### config.mk
export PLATFORM = sky130hd
export DESIGN_NAME = id_stage
export DESIGN_NICKNAME = d
export VERILOG_FILES = /design/src/source/id_pkg.sv /design/src/source/id_stage.sv /design/src/source/id_multicycle_tracker.sv /design/src/source/id_operand_select.sv /design/src/source/id_register_file.sv /design/src/source/id_decoder.sv
export SDC_FILE = /design/constraint.sdc
export NUM_CORES = 2
export LEC_CHECK = 0
export BUFFER_PORTS_ARGS = -buffer_cell sky130_fd_sc_hd__buf_2
export CAP_MARGIN = 20
export CORE_ASPECT_RATIO = 0.5
export CORE_MARGIN = 1.5
export CORE_UTILIZATION = 67
export DETAILED_ROUTE_END_ITERATION = 10
export HOLD_SLACK_MARGIN = 0.05
export PLACE_DENSITY = 0.86
export SLEW_MARGIN = 30
export SYNTH_ARGS = -nofsm -noshare
export SYNTH_HDL_FRONTEND = slang
export SYNTH_SLANG_ARGS = --single-unit
### constraint.sdc
create_clock -name clk_i -period 10.2 [get_ports clk_i]
set_input_delay 1.53 -clock clk_i [delete_from_list [all_inputs] [get_ports clk_i]]
set_output_delay 1.53 -clock clk_i [all_outputs]
set_load 0.1 [all_outputs]
### src/source/id_pkg.sv
`default_nettype none

package id_pkg;

	// **************************************************
	// widths and constants
	// **************************************************

	localparam int unsigned XLEN = 32;
	localparam int unsigned REG_ADDR_W = 5;
	localparam int unsigned NUM_REGS = 2 ** REG_ADDR_W;

	// no compressed support, so the pc always moves by a word.
	localparam logic [XLEN-1:0] PC_INCR = 32'h4;
	localparam logic [XLEN-1:0] ADDR_INCR = 32'h4;

	// **************************************************
	// major opcodes
	// **************************************************

	localparam logic [6:0] OPCODE_LOAD = 7'h03;
	localparam logic [6:0] OPCODE_OP_IMM = 7'h13;
	localparam logic [6:0] OPCODE_AUIPC = 7'h17;
	localparam logic [6:0] OPCODE_STORE = 7'h23;
	localparam logic [6:0] OPCODE_OP = 7'h33;
	localparam logic [6:0] OPCODE_LUI = 7'h37;
	localparam logic [6:0] OPCODE_BRANCH = 7'h63;
	localparam logic [6:0] OPCODE_JALR = 7'h67;
	localparam logic [6:0] OPCODE_JAL = 7'h6f;

	// **************************************************
	// selector and operator encodings
	// **************************************************

	// gaps in the numbering belong to comparisons this core never issues.
	typedef enum logic [4:0] {
		ALU_ADD = 5'd0,
		ALU_SUB = 5'd1,
		ALU_XOR = 5'd2,
		ALU_OR = 5'd3,
		ALU_AND = 5'd4,
		ALU_SRA = 5'd5,
		ALU_SRL = 5'd6,
		ALU_SLL = 5'd7,
		ALU_LT = 5'd8,
		ALU_LTU = 5'd9,
		ALU_GE = 5'd14,
		ALU_GEU = 5'd15,
		ALU_EQ = 5'd16,
		ALU_NE = 5'd17,
		ALU_SLT = 5'd18,
		ALU_SLTU = 5'd19
	} alu_op_e;

	typedef enum logic [1:0] {
		OP_A_REG_A = 2'd0,
		OP_A_FWD = 2'd1,
		OP_A_CURRPC = 2'd2,
		OP_A_IMM = 2'd3
	} op_a_sel_e;

	typedef enum logic {
		OP_B_REG_B = 1'b0,
		OP_B_IMM = 1'b1
	} op_b_sel_e;

	typedef enum logic [2:0] {
		IMM_B_I = 3'd0,
		IMM_B_S = 3'd1,
		IMM_B_B = 3'd2,
		IMM_B_U = 3'd3,
		IMM_B_J = 3'd4,
		IMM_B_INCR_PC = 3'd5,
		IMM_B_INCR_ADDR = 3'd6
	} imm_b_sel_e;

	typedef enum logic {
		RF_WD_LSU = 1'b0,
		RF_WD_EX = 1'b1
	} rf_wd_sel_e;

	typedef enum logic [1:0] {
		DATA_WORD = 2'b00,
		DATA_HALF = 2'b01,
		DATA_BYTE = 2'b10
	} data_type_e;

endpackage

`default_nettype wire
### src/source/id_stage.sv
`timescale 1ns/1ps
`default_nettype none

module id_stage import id_pkg::*; (
	input  logic            clk_i,
	input  logic            rst_ni,
	input  logic            instr_valid_i,
	input  logic            instr_new_i,
	input  logic [XLEN-1:0] instr_rdata_i,
	input  logic [XLEN-1:0] pc_id_i,
	input  logic            branch_decision_i,
	input  logic            ex_valid_i,
	input  logic            lsu_valid_i,
	input  logic            lsu_load_err_i,
	input  logic            lsu_addr_incr_req_i,
	input  logic [XLEN-1:0] lsu_addr_last_i,
	input  logic [XLEN-1:0] regfile_wdata_ex_i,
	input  logic [XLEN-1:0] regfile_wdata_lsu_i,
	output alu_op_e         alu_operator_ex_o,
	output logic [XLEN-1:0] alu_operand_a_ex_o,
	output logic [XLEN-1:0] alu_operand_b_ex_o,
	output logic            data_req_ex_o,
	output logic            data_we_ex_o,
	output data_type_e      data_type_ex_o,
	output logic            data_sign_ext_ex_o,
	output logic [XLEN-1:0] data_wdata_ex_o,
	output logic            illegal_insn_o,
	output logic            id_ready_o,
	output logic            jump_set_o,
	output logic            branch_set_o,
	output logic            instr_ret_o
);
	logic                  illegal_dec;
	op_a_sel_e             op_a_sel;
	op_b_sel_e             op_b_sel;
	imm_b_sel_e            imm_b_sel;
	logic [XLEN-1:0]       imm_i;
	logic [XLEN-1:0]       imm_s;
	logic [XLEN-1:0]       imm_b;
	logic [XLEN-1:0]       imm_u;
	logic [XLEN-1:0]       imm_j;
	logic [REG_ADDR_W-1:0] raddr_a;
	logic [REG_ADDR_W-1:0] raddr_b;
	logic [REG_ADDR_W-1:0] waddr;
	logic                  rf_we_dec;
	rf_wd_sel_e            rf_wd_sel;
	logic                  data_req_dec;
	logic                  branch_dec;
	logic                  jump_dec;
	logic [XLEN-1:0]       rdata_a;
	logic [XLEN-1:0]       rdata_b;
	logic [XLEN-1:0]       rf_wdata;
	logic                  rf_we;
	logic                  executing;
	logic                  stall;

	// **************************************************
	// decode and register file
	// **************************************************

	id_decoder decoder_i (
		.instr_rdata_i  (instr_rdata_i),
		.illegal_insn_o (illegal_dec),
		.alu_operator_o (alu_operator_ex_o),
		.op_a_sel_o     (op_a_sel),
		.op_b_sel_o     (op_b_sel),
		.imm_b_sel_o    (imm_b_sel),
		.imm_i_o        (imm_i),
		.imm_s_o        (imm_s),
		.imm_b_o        (imm_b),
		.imm_u_o        (imm_u),
		.imm_j_o        (imm_j),
		.raddr_a_o      (raddr_a),
		.raddr_b_o      (raddr_b),
		.waddr_o        (waddr),
		.rf_we_o        (rf_we_dec),
		.rf_wd_sel_o    (rf_wd_sel),
		.data_req_o     (data_req_dec),
		.data_we_o      (data_we_ex_o),
		.data_type_o    (data_type_ex_o),
		.data_sign_ext_o(data_sign_ext_ex_o),
		.branch_o       (branch_dec),
		.jump_o         (jump_dec)
	);

	assign rf_wdata = (rf_wd_sel == RF_WD_LSU) ? regfile_wdata_lsu_i : regfile_wdata_ex_i;

	id_register_file registers_i (
		.clk_i    (clk_i),
		.rst_ni   (rst_ni),
		.raddr_a_i(raddr_a),
		.raddr_b_i(raddr_b),
		.waddr_i  (waddr),
		.wdata_i  (rf_wdata),
		.we_i     (rf_we),
		.rdata_a_o(rdata_a),
		.rdata_b_o(rdata_b)
	);

	id_operand_select operand_select_i (
		.op_a_sel_i         (op_a_sel),
		.op_b_sel_i         (op_b_sel),
		.imm_b_sel_i        (imm_b_sel),
		.imm_i_i            (imm_i),
		.imm_s_i            (imm_s),
		.imm_b_i            (imm_b),
		.imm_u_i            (imm_u),
		.imm_j_i            (imm_j),
		.rdata_a_i          (rdata_a),
		.rdata_b_i          (rdata_b),
		.pc_id_i            (pc_id_i),
		.lsu_addr_incr_req_i(lsu_addr_incr_req_i),
		.lsu_addr_last_i    (lsu_addr_last_i),
		.operand_a_o        (alu_operand_a_ex_o),
		.operand_b_o        (alu_operand_b_ex_o)
	);

	// **************************************************
	// multicycle tracking
	// **************************************************

	id_multicycle_tracker tracker_i (
		.clk_i            (clk_i),
		.rst_ni           (rst_ni),
		.instr_new_i      (instr_new_i),
		.data_req_i       (data_req_dec),
		.branch_i         (branch_dec),
		.jump_i           (jump_dec),
		.branch_decision_i(branch_decision_i),
		.ex_valid_i       (ex_valid_i),
		.lsu_valid_i      (lsu_valid_i),
		.lsu_load_err_i   (lsu_load_err_i),
		.rf_we_dec_i      (rf_we_dec),
		.executing_o      (executing),
		.rf_we_o          (rf_we),
		.stall_o          (stall),
		.branch_set_o     (branch_set_o),
		.instr_ret_o      (instr_ret_o)
	);

	assign data_req_ex_o = executing & data_req_dec;
	assign data_wdata_ex_o = rdata_b;
	assign illegal_insn_o = instr_valid_i & illegal_dec;
	assign id_ready_o = ~stall;
	assign jump_set_o = instr_new_i & jump_dec;

endmodule

`default_nettype wire

### src/source/id_multicycle_tracker.sv
`timescale 1ns/1ps
`default_nettype none

module id_multicycle_tracker (
	input  logic clk_i,
	input  logic rst_ni,
	input  logic instr_new_i,
	input  logic data_req_i,
	input  logic branch_i,
	input  logic jump_i,
	input  logic branch_decision_i,
	input  logic ex_valid_i,
	input  logic lsu_valid_i,
	input  logic lsu_load_err_i,
	input  logic rf_we_dec_i,
	output logic executing_o,
	output logic rf_we_o,
	output logic stall_o,
	output logic branch_set_o,
	output logic instr_ret_o
);
	typedef enum logic {
		IDLE,
		WAIT_MULTICYCLE
	} state_e;

	state_e state_q;
	state_e state_d;
	logic   done_q;
	logic   done_d;
	logic   branch_set_d;
	logic   multicycle;
	logic   complete;
	logic   rf_we_wb;

	assign multicycle = data_req_i | branch_i | jump_i;

	// done keeps a finished instruction from issuing again while it is still held.
	assign executing_o = instr_new_i | (multicycle & ~done_q);

	// data accesses finish on the lsu, everything else on ex.
	assign complete = data_req_i ? lsu_valid_i : ex_valid_i;

	always_ff @(posedge clk_i or negedge rst_ni) begin
		if (!rst_ni) begin
			state_q <= IDLE;
			done_q <= 1'b0;
			branch_set_o <= 1'b0;
		end else begin
			state_q <= state_d;
			done_q <= done_d;
			branch_set_o <= branch_set_d;
		end
	end

	always_comb begin
		state_d = state_q;
		done_d = done_q;
		branch_set_d = 1'b0;
		rf_we_wb = 1'b0;
		stall_o = 1'b0;
		instr_ret_o = 1'b0;

		unique case (state_q)
			IDLE: begin
				if (instr_new_i) begin
					if (data_req_i || jump_i || (branch_i && branch_decision_i)) begin
						state_d = WAIT_MULTICYCLE;
						stall_o = 1'b1;
						done_d = 1'b0;
						branch_set_d = branch_i;
					end else begin
						// a not-taken branch is finished here.
						done_d = branch_i;
						instr_ret_o = 1'b1;
					end
				end
			end
			WAIT_MULTICYCLE: begin
				if (complete) begin
					state_d = IDLE;
					done_d = 1'b1;
					rf_we_wb = rf_we_dec_i & ~lsu_load_err_i;
					instr_ret_o = 1'b1;
				end else begin
					stall_o = 1'b1;
				end
			end
		endcase
	end

	// loads write only on completion.
	assign rf_we_o = executing_o & (data_req_i ? rf_we_wb : rf_we_dec_i);

endmodule

`default_nettype wire

### src/source/id_operand_select.sv
`timescale 1ns/1ps
`default_nettype none

module id_operand_select import id_pkg::*; (
	input  op_a_sel_e       op_a_sel_i,
	input  op_b_sel_e       op_b_sel_i,
	input  imm_b_sel_e      imm_b_sel_i,
	input  logic [XLEN-1:0] imm_i_i,
	input  logic [XLEN-1:0] imm_s_i,
	input  logic [XLEN-1:0] imm_b_i,
	input  logic [XLEN-1:0] imm_u_i,
	input  logic [XLEN-1:0] imm_j_i,
	input  logic [XLEN-1:0] rdata_a_i,
	input  logic [XLEN-1:0] rdata_b_i,
	input  logic [XLEN-1:0] pc_id_i,
	input  logic            lsu_addr_incr_req_i,
	input  logic [XLEN-1:0] lsu_addr_last_i,
	output logic [XLEN-1:0] operand_a_o,
	output logic [XLEN-1:0] operand_b_o
);
	op_a_sel_e       op_a_sel;
	op_b_sel_e       op_b_sel;
	imm_b_sel_e      imm_b_sel;
	logic [XLEN-1:0] imm_b;

	// second half of a misaligned access, last address + 4.
	assign op_a_sel = lsu_addr_incr_req_i ? OP_A_FWD : op_a_sel_i;
	assign op_b_sel = lsu_addr_incr_req_i ? OP_B_IMM : op_b_sel_i;
	assign imm_b_sel = lsu_addr_incr_req_i ? IMM_B_INCR_ADDR : imm_b_sel_i;

	always_comb begin
		unique case (op_a_sel)
			OP_A_REG_A: operand_a_o = rdata_a_i;
			OP_A_FWD: operand_a_o = lsu_addr_last_i;
			OP_A_CURRPC: operand_a_o = pc_id_i;
			OP_A_IMM: operand_a_o = '0;
		endcase
	end

	always_comb begin
		unique case (imm_b_sel)
			IMM_B_I: imm_b = imm_i_i;
			IMM_B_S: imm_b = imm_s_i;
			IMM_B_B: imm_b = imm_b_i;
			IMM_B_U: imm_b = imm_u_i;
			IMM_B_J: imm_b = imm_j_i;
			IMM_B_INCR_PC: imm_b = PC_INCR;
			IMM_B_INCR_ADDR: imm_b = ADDR_INCR;
			default: imm_b = '0;
		endcase
	end

	assign operand_b_o = (op_b_sel == OP_B_IMM) ? imm_b : rdata_b_i;

endmodule

`default_nettype wire

### src/source/id_register_file.sv
`timescale 1ns/1ps
`default_nettype none

module id_register_file import id_pkg::*; (
	input  logic                  clk_i,
	input  logic                  rst_ni,
	input  logic [REG_ADDR_W-1:0] raddr_a_i,
	input  logic [REG_ADDR_W-1:0] raddr_b_i,
	input  logic [REG_ADDR_W-1:0] waddr_i,
	input  logic [XLEN-1:0]       wdata_i,
	input  logic                  we_i,
	output logic [XLEN-1:0]       rdata_a_o,
	output logic [XLEN-1:0]       rdata_b_o
);
	// x0 has no storage.
	logic [XLEN-1:0] regs_q [1:NUM_REGS-1];

	always_ff @(posedge clk_i or negedge rst_ni) begin
		if (!rst_ni) begin
			for (int i = 1; i < NUM_REGS; i++) begin
				regs_q[i] <= '0;
			end
		end else if (we_i && (waddr_i != '0)) begin
			regs_q[waddr_i] <= wdata_i;
		end
	end

	assign rdata_a_o = (raddr_a_i == '0) ? '0 : regs_q[raddr_a_i];
	assign rdata_b_o = (raddr_b_i == '0) ? '0 : regs_q[raddr_b_i];

endmodule

`default_nettype wire

### src/source/id_decoder.sv
`timescale 1ns/1ps
`default_nettype none

module id_decoder import id_pkg::*; (
	input  logic [XLEN-1:0]       instr_rdata_i,
	output logic                  illegal_insn_o,
	output alu_op_e               alu_operator_o,
	output op_a_sel_e             op_a_sel_o,
	output op_b_sel_e             op_b_sel_o,
	output imm_b_sel_e            imm_b_sel_o,
	output logic [XLEN-1:0]       imm_i_o,
	output logic [XLEN-1:0]       imm_s_o,
	output logic [XLEN-1:0]       imm_b_o,
	output logic [XLEN-1:0]       imm_u_o,
	output logic [XLEN-1:0]       imm_j_o,
	output logic [REG_ADDR_W-1:0] raddr_a_o,
	output logic [REG_ADDR_W-1:0] raddr_b_o,
	output logic [REG_ADDR_W-1:0] waddr_o,
	output logic                  rf_we_o,
	output rf_wd_sel_e            rf_wd_sel_o,
	output logic                  data_req_o,
	output logic                  data_we_o,
	output data_type_e            data_type_o,
	output logic                  data_sign_ext_o,
	output logic                  branch_o,
	output logic                  jump_o
);
	logic [6:0] opcode;
	logic [2:0] funct3;
	logic [6:0] funct7;
	logic       illegal;
	logic       rf_we;
	logic       data_req;
	logic       data_we;
	logic       branch;
	logic       jump;

	assign opcode = instr_rdata_i[6:0];
	assign funct3 = instr_rdata_i[14:12];
	assign funct7 = instr_rdata_i[31:25];

	assign raddr_a_o = instr_rdata_i[19:15];
	assign raddr_b_o = instr_rdata_i[24:20];
	assign waddr_o = instr_rdata_i[11:7];

	// sign-extended immediates, bit 31 is always the sign.
	assign imm_i_o = {{20{instr_rdata_i[31]}}, instr_rdata_i[31:20]};
	assign imm_s_o = {{20{instr_rdata_i[31]}}, instr_rdata_i[31:25], instr_rdata_i[11:7]};
	assign imm_b_o = {{19{instr_rdata_i[31]}}, instr_rdata_i[31], instr_rdata_i[7],
		instr_rdata_i[30:25], instr_rdata_i[11:8], 1'b0};
	assign imm_u_o = {instr_rdata_i[31:12], 12'h000};
	assign imm_j_o = {{12{instr_rdata_i[31]}}, instr_rdata_i[19:12], instr_rdata_i[20],
		instr_rdata_i[30:21], 1'b0};

	// lbu/lhu carry funct3[2], loads and stores share the rule.
	assign data_sign_ext_o = ~funct3[2];

	always_comb begin
		illegal = 1'b0;
		alu_operator_o = ALU_ADD;
		op_a_sel_o = OP_A_REG_A;
		op_b_sel_o = OP_B_IMM;
		imm_b_sel_o = IMM_B_I;
		rf_we = 1'b0;
		rf_wd_sel_o = RF_WD_EX;
		data_req = 1'b0;
		data_we = 1'b0;
		data_type_o = DATA_WORD;
		branch = 1'b0;
		jump = 1'b0;

		unique case (opcode)
			OPCODE_JAL, OPCODE_JALR: begin
				// link value pc + 4 goes through the alu.
				jump = 1'b1;
				rf_we = 1'b1;
				op_a_sel_o = OP_A_CURRPC;
				imm_b_sel_o = IMM_B_INCR_PC;
				illegal = (opcode == OPCODE_JALR) && (funct3 != 3'b000);
			end
			OPCODE_BRANCH: begin
				branch = 1'b1;
				op_b_sel_o = OP_B_REG_B;
				imm_b_sel_o = IMM_B_B;
				unique case (funct3)
					3'b000: alu_operator_o = ALU_EQ;
					3'b001: alu_operator_o = ALU_NE;
					3'b100: alu_operator_o = ALU_LT;
					3'b101: alu_operator_o = ALU_GE;
					3'b110: alu_operator_o = ALU_LTU;
					3'b111: alu_operator_o = ALU_GEU;
					default: illegal = 1'b1;
				endcase
			end
			OPCODE_STORE: begin
				data_req = 1'b1;
				data_we = 1'b1;
				imm_b_sel_o = IMM_B_S;
				unique case (funct3)
					3'b000: data_type_o = DATA_BYTE;
					3'b001: data_type_o = DATA_HALF;
					3'b010: data_type_o = DATA_WORD;
					default: illegal = 1'b1;
				endcase
			end
			OPCODE_LOAD: begin
				data_req = 1'b1;
				rf_we = 1'b1;
				rf_wd_sel_o = RF_WD_LSU;
				unique case (funct3)
					3'b000, 3'b100: data_type_o = DATA_BYTE;
					3'b001, 3'b101: data_type_o = DATA_HALF;
					3'b010: data_type_o = DATA_WORD;
					default: illegal = 1'b1;
				endcase
			end
			OPCODE_LUI: begin
				op_a_sel_o = OP_A_IMM;
				imm_b_sel_o = IMM_B_U;
				rf_we = 1'b1;
			end
			OPCODE_AUIPC: begin
				op_a_sel_o = OP_A_CURRPC;
				imm_b_sel_o = IMM_B_U;
				rf_we = 1'b1;
			end
			OPCODE_OP_IMM: begin
				rf_we = 1'b1;
				unique case (funct3)
					3'b000: alu_operator_o = ALU_ADD;
					3'b010: alu_operator_o = ALU_SLT;
					3'b011: alu_operator_o = ALU_SLTU;
					3'b100: alu_operator_o = ALU_XOR;
					3'b110: alu_operator_o = ALU_OR;
					3'b111: alu_operator_o = ALU_AND;
					3'b001: begin
						alu_operator_o = ALU_SLL;
						illegal = (funct7 != 7'b0000000);
					end
					default: begin
						// 3'b101, shift right, funct7 picks the kind.
						if (funct7 == 7'b0000000) begin
							alu_operator_o = ALU_SRL;
						end else if (funct7 == 7'b0100000) begin
							alu_operator_o = ALU_SRA;
						end else begin
							illegal = 1'b1;
						end
					end
				endcase
			end
			OPCODE_OP: begin
				rf_we = 1'b1;
				op_b_sel_o = OP_B_REG_B;
				unique case ({funct7, funct3})
					10'b0000000_000: alu_operator_o = ALU_ADD;
					10'b0100000_000: alu_operator_o = ALU_SUB;
					10'b0000000_001: alu_operator_o = ALU_SLL;
					10'b0000000_010: alu_operator_o = ALU_SLT;
					10'b0000000_011: alu_operator_o = ALU_SLTU;
					10'b0000000_100: alu_operator_o = ALU_XOR;
					10'b0000000_101: alu_operator_o = ALU_SRL;
					10'b0100000_101: alu_operator_o = ALU_SRA;
					10'b0000000_110: alu_operator_o = ALU_OR;
					10'b0000000_111: alu_operator_o = ALU_AND;
					default: illegal = 1'b1;
				endcase
			end
			default: illegal = 1'b1;
		endcase
	end

	// an illegal word must not touch state or the bus.
	assign illegal_insn_o = illegal;
	assign rf_we_o = rf_we & ~illegal;
	assign data_req_o = data_req & ~illegal;
	assign data_we_o = data_we & ~illegal;
	assign branch_o = branch & ~illegal;
	assign jump_o = jump & ~illegal;

endmodule

`default_nettype wire

==> results.md <==
* Asr flop ratio synth at 100%
* Combinational Power Share at 9.6%
* Sequential element share of the synthesized area at 45.3%
* Detail Placement HPWL at 97100 µm
* Max Slew Vio Count at 0
* Yosys warnings at 0
* Maximum operating frequency at 0.152 GHz
* Global-route wire length before repair at 250000 µm
* Slowest cell on crit path: o221ai_1
* Clock sinks at 995
* Placed Cells at 4683
* Synth Cell Area at 55000 µm²
* Critical path fanouts, max at 55
* Setup bufs post-CTS at 0
* Slew @ Worst Pin at 1.10 ns
* FP Rows at 74
* Psw at 0.00218 W
* Area Growth Syn to Fin at 8.92%
* Tmin final at 6.60 ns
* Routed len/inst at 34.9 µm
* Vias at 37100
* Final WS setup at 3.60 ns
* Starting Density at 67.5%
* EDFF count, synth at 0
* Boundary Pins at 280
* Buffers on Ports at 279
* Clock slew at reported path FFs at 0.06 ns
* # setup viols final at 0
* Startpoint types: primary input
* Worst path most repeated cell: a221o_1
* Sw Ratio at 26.8%
* Largest net degree at the start of global routing at 179
* CP bufs+invs at 3
* Total CTS buffers at 86
* Final Power at 0.00813 W
* Synth Instances at 3627
* Clock network power share at 41.7%
* GRT overflow at 0
* Maxcap violations at 0
* Most common flop cell mapped by yosys: dfrtp_1
* Worst path depth at 8
* Final Hold Viols at 0
* Net Count, Synth at 3796
* RSZ-0062 raised after global routing: no
* Outcome: finished clean
* Die height at 206 µm
* Synth area leaders: dfrtp_1, mux4_2, mux2_2, mux2_1, mux2i_1
* DIE AREA at 83900 µm²
* Post-cts sizing count at 0
* Root buffer cell: clkbuf_16
* Worst path max stage delay at 0.89 ns
* CP arrival at 5.07 ns
* Fill cells at 4910
* Sequential power share at 48.7%
* Avg Inst Size Synth at 15.2 µm²
* Clock Latency Late Sink at 0.70 ns
* Dpl ws at 3.78 ns
* Layout cell share with drive strength beyond 1 at 53.5%
* Hold slack at 0.510 ns
* Post-Route WL at 169000 µm
* Hold Path Class: reg -> reg
* Max clock buf depth at 3
* Most frequent cell after synthesis: dfrtp_1
* Synth area leader: dfrtp_1
* Synth top area share at 45.3%
* Initial antenna violation count at 5
* Die width at 408 µm
* Crit-path cells: buf_8 > nor2b_4 > buf_4 > a221o_1 > o21ai_0 > o221ai_1 > a221o_1 > buf_2
* Fin Setup TNS at 0 ns
* Hold path depth at 1
* Clock Skew at 0.0236 ns
* Max VDD drop at 0.127 mV
* FF-to-FF path depth at 7
* TritonCTS clock tree: yes
* Hold buffers post-CTS at 0
* Internal at 0.00595 W
* Cell family with most CP delay: buffers and inverters
* CP Capture Type: primary output
* H-tree Lvls at 3
* DR iter-0 viols at 5266
* Fin cells at 4847
* Post-layout net count at 3841
* Vias in the first global route at 37800
* Synth top cells by count: dfrtp_1, mux2_2, mux4_2
* CORE AREA at 81500 µm²
* Antenna-violating nets left at 0
* Crit Path Class: in -> out
* Remaining DRCs at 0
* All-Layer GR Usage at 40.9%
* PD cells at 136 nW/µm²
* Worst rel slew slack at 26.7%
* RePlAce Congestion at 0.932
* Worst EP required at 8.67 ns
* Vias per cell at 7.66
* P_leak at 28.4 nW
* First-pass DRT Iterations at 9
* FF+latch count, synth at 995
* Tcrit/Tclk final at 64.7%
* Synth cell types at 64
[power groups by stage]
stage	clock (W)	combinational [W]	sequential, W
6_report	0.00339	0.000777	0.00396
3_5_place_dp	0	0.000765	0.00404
2_1_floorplan	0	0.000491	0.00403
5_1_grt	0.00355	0.000812	0.00396
4_1_cts	0.00339	0.000767	0.00396
3_3_place_gp	0	0.000755	0.00403
[sequential cells by signal (all words and copies together), names as in the netlist]
signal                  count
registers_i.regs_q        992
tracker_i.branch_set_o      1
tracker_i.state_q           1
tracker_i.done_q            1
[cell type report]
type / count / area (µm²) / share of cell area, %
flip-flops and latches: 995 / 24900 / 41.6
clock inverters: 35 / 332 / 0.553
clock buffers: 124 / 2490 / 4.16
inverters: 8 / 35.0 / 0.0585
multi-input cells: 2219 / 28500 / 47.5
repair buffers: 362 / 2290 / 3.82
well taps: 1102 / 1380 / 2.30
diodes: 2 / 5.00 / 0.00835
[per-stage QoR]
step,cell area [µm²],utilization (%)
finish,59900,73.5
global route,59900,73.5
CTS,59800,73.4
detailed placement,57000,70.0
global placement,57000,69.9
floorplan,55000,-
[path summary, 6_finish.rpt]
kind                                         start                      end  slack (ns)
max reg2reg                      tracker_i.state_q  registers_i.regs_q[374]        6.77
max                              instr_rdata_i[20]   alu_operand_b_ex_o[30]        3.60
min in group asynchronous                   rst_ni  registers_i.regs_q[381]        0.88
min                        registers_i.regs_q[257]  registers_i.regs_q[257]        0.51
max in group asynchronous                   rst_ni  registers_i.regs_q[905]        7.12
min reg2reg                registers_i.regs_q[257]  registers_i.regs_q[257]        0.51
[per-layer routing]
layer	global-route usage (%)	wire, µm	up-vias
li1	-	-	14300
met1	54.7	60200	19600
met2	61.0	76300	2699
met3	14.2	23800	525
met4	19.4	8760	8
met5	0	61	-
[cell families after synthesis]
logic type,after synthesis,synth area share (%)
multiplexers,1698,45.0
AO/OA/AOI/OAI,234,3.62
XOR/XNOR,2,0.0319
flip-flops,995,45.3
buffers and inverters,413,3.19
AND/OR/NAND/NOR,284,2.82
adder cells (fa/ha/maj),1,0.0182
[placed cells by master, fill, tap and decap left out, drive strengths merged, types with 6 or more instances in the layout]
cell | Yosys | final
mux2 | 1089 | 1089
dfrtp | 995 | 995
mux4 | 513 | 513
buf | 166 | 362
clkbuf | 239 | 124
nand2 | 110 | 110
mux2i | 96 | 96
nor2 | 55 | 55
a222oi | 32 | 32
a22o | 32 | 32
a221oi | 30 | 30
o221ai | 27 | 27
o32a | 24 | 24
clkinv | 1 | 24
nor3 | 21 | 21
nand3 | 19 | 19
nor4 | 16 | 16
o21ai | 15 | 15
inv | 7 | 14
nor2b | 12 | 12
a21oi | 11 | 11
nand4 | 11 | 11
a221o | 10 | 10
and2 | 8 | 8
a211oi | 8 | 8
or3 | 6 | 6
a211o | 6 | 6
o21a | 6 | 6
Note: power is estimated with default switching activity, not from simulation.
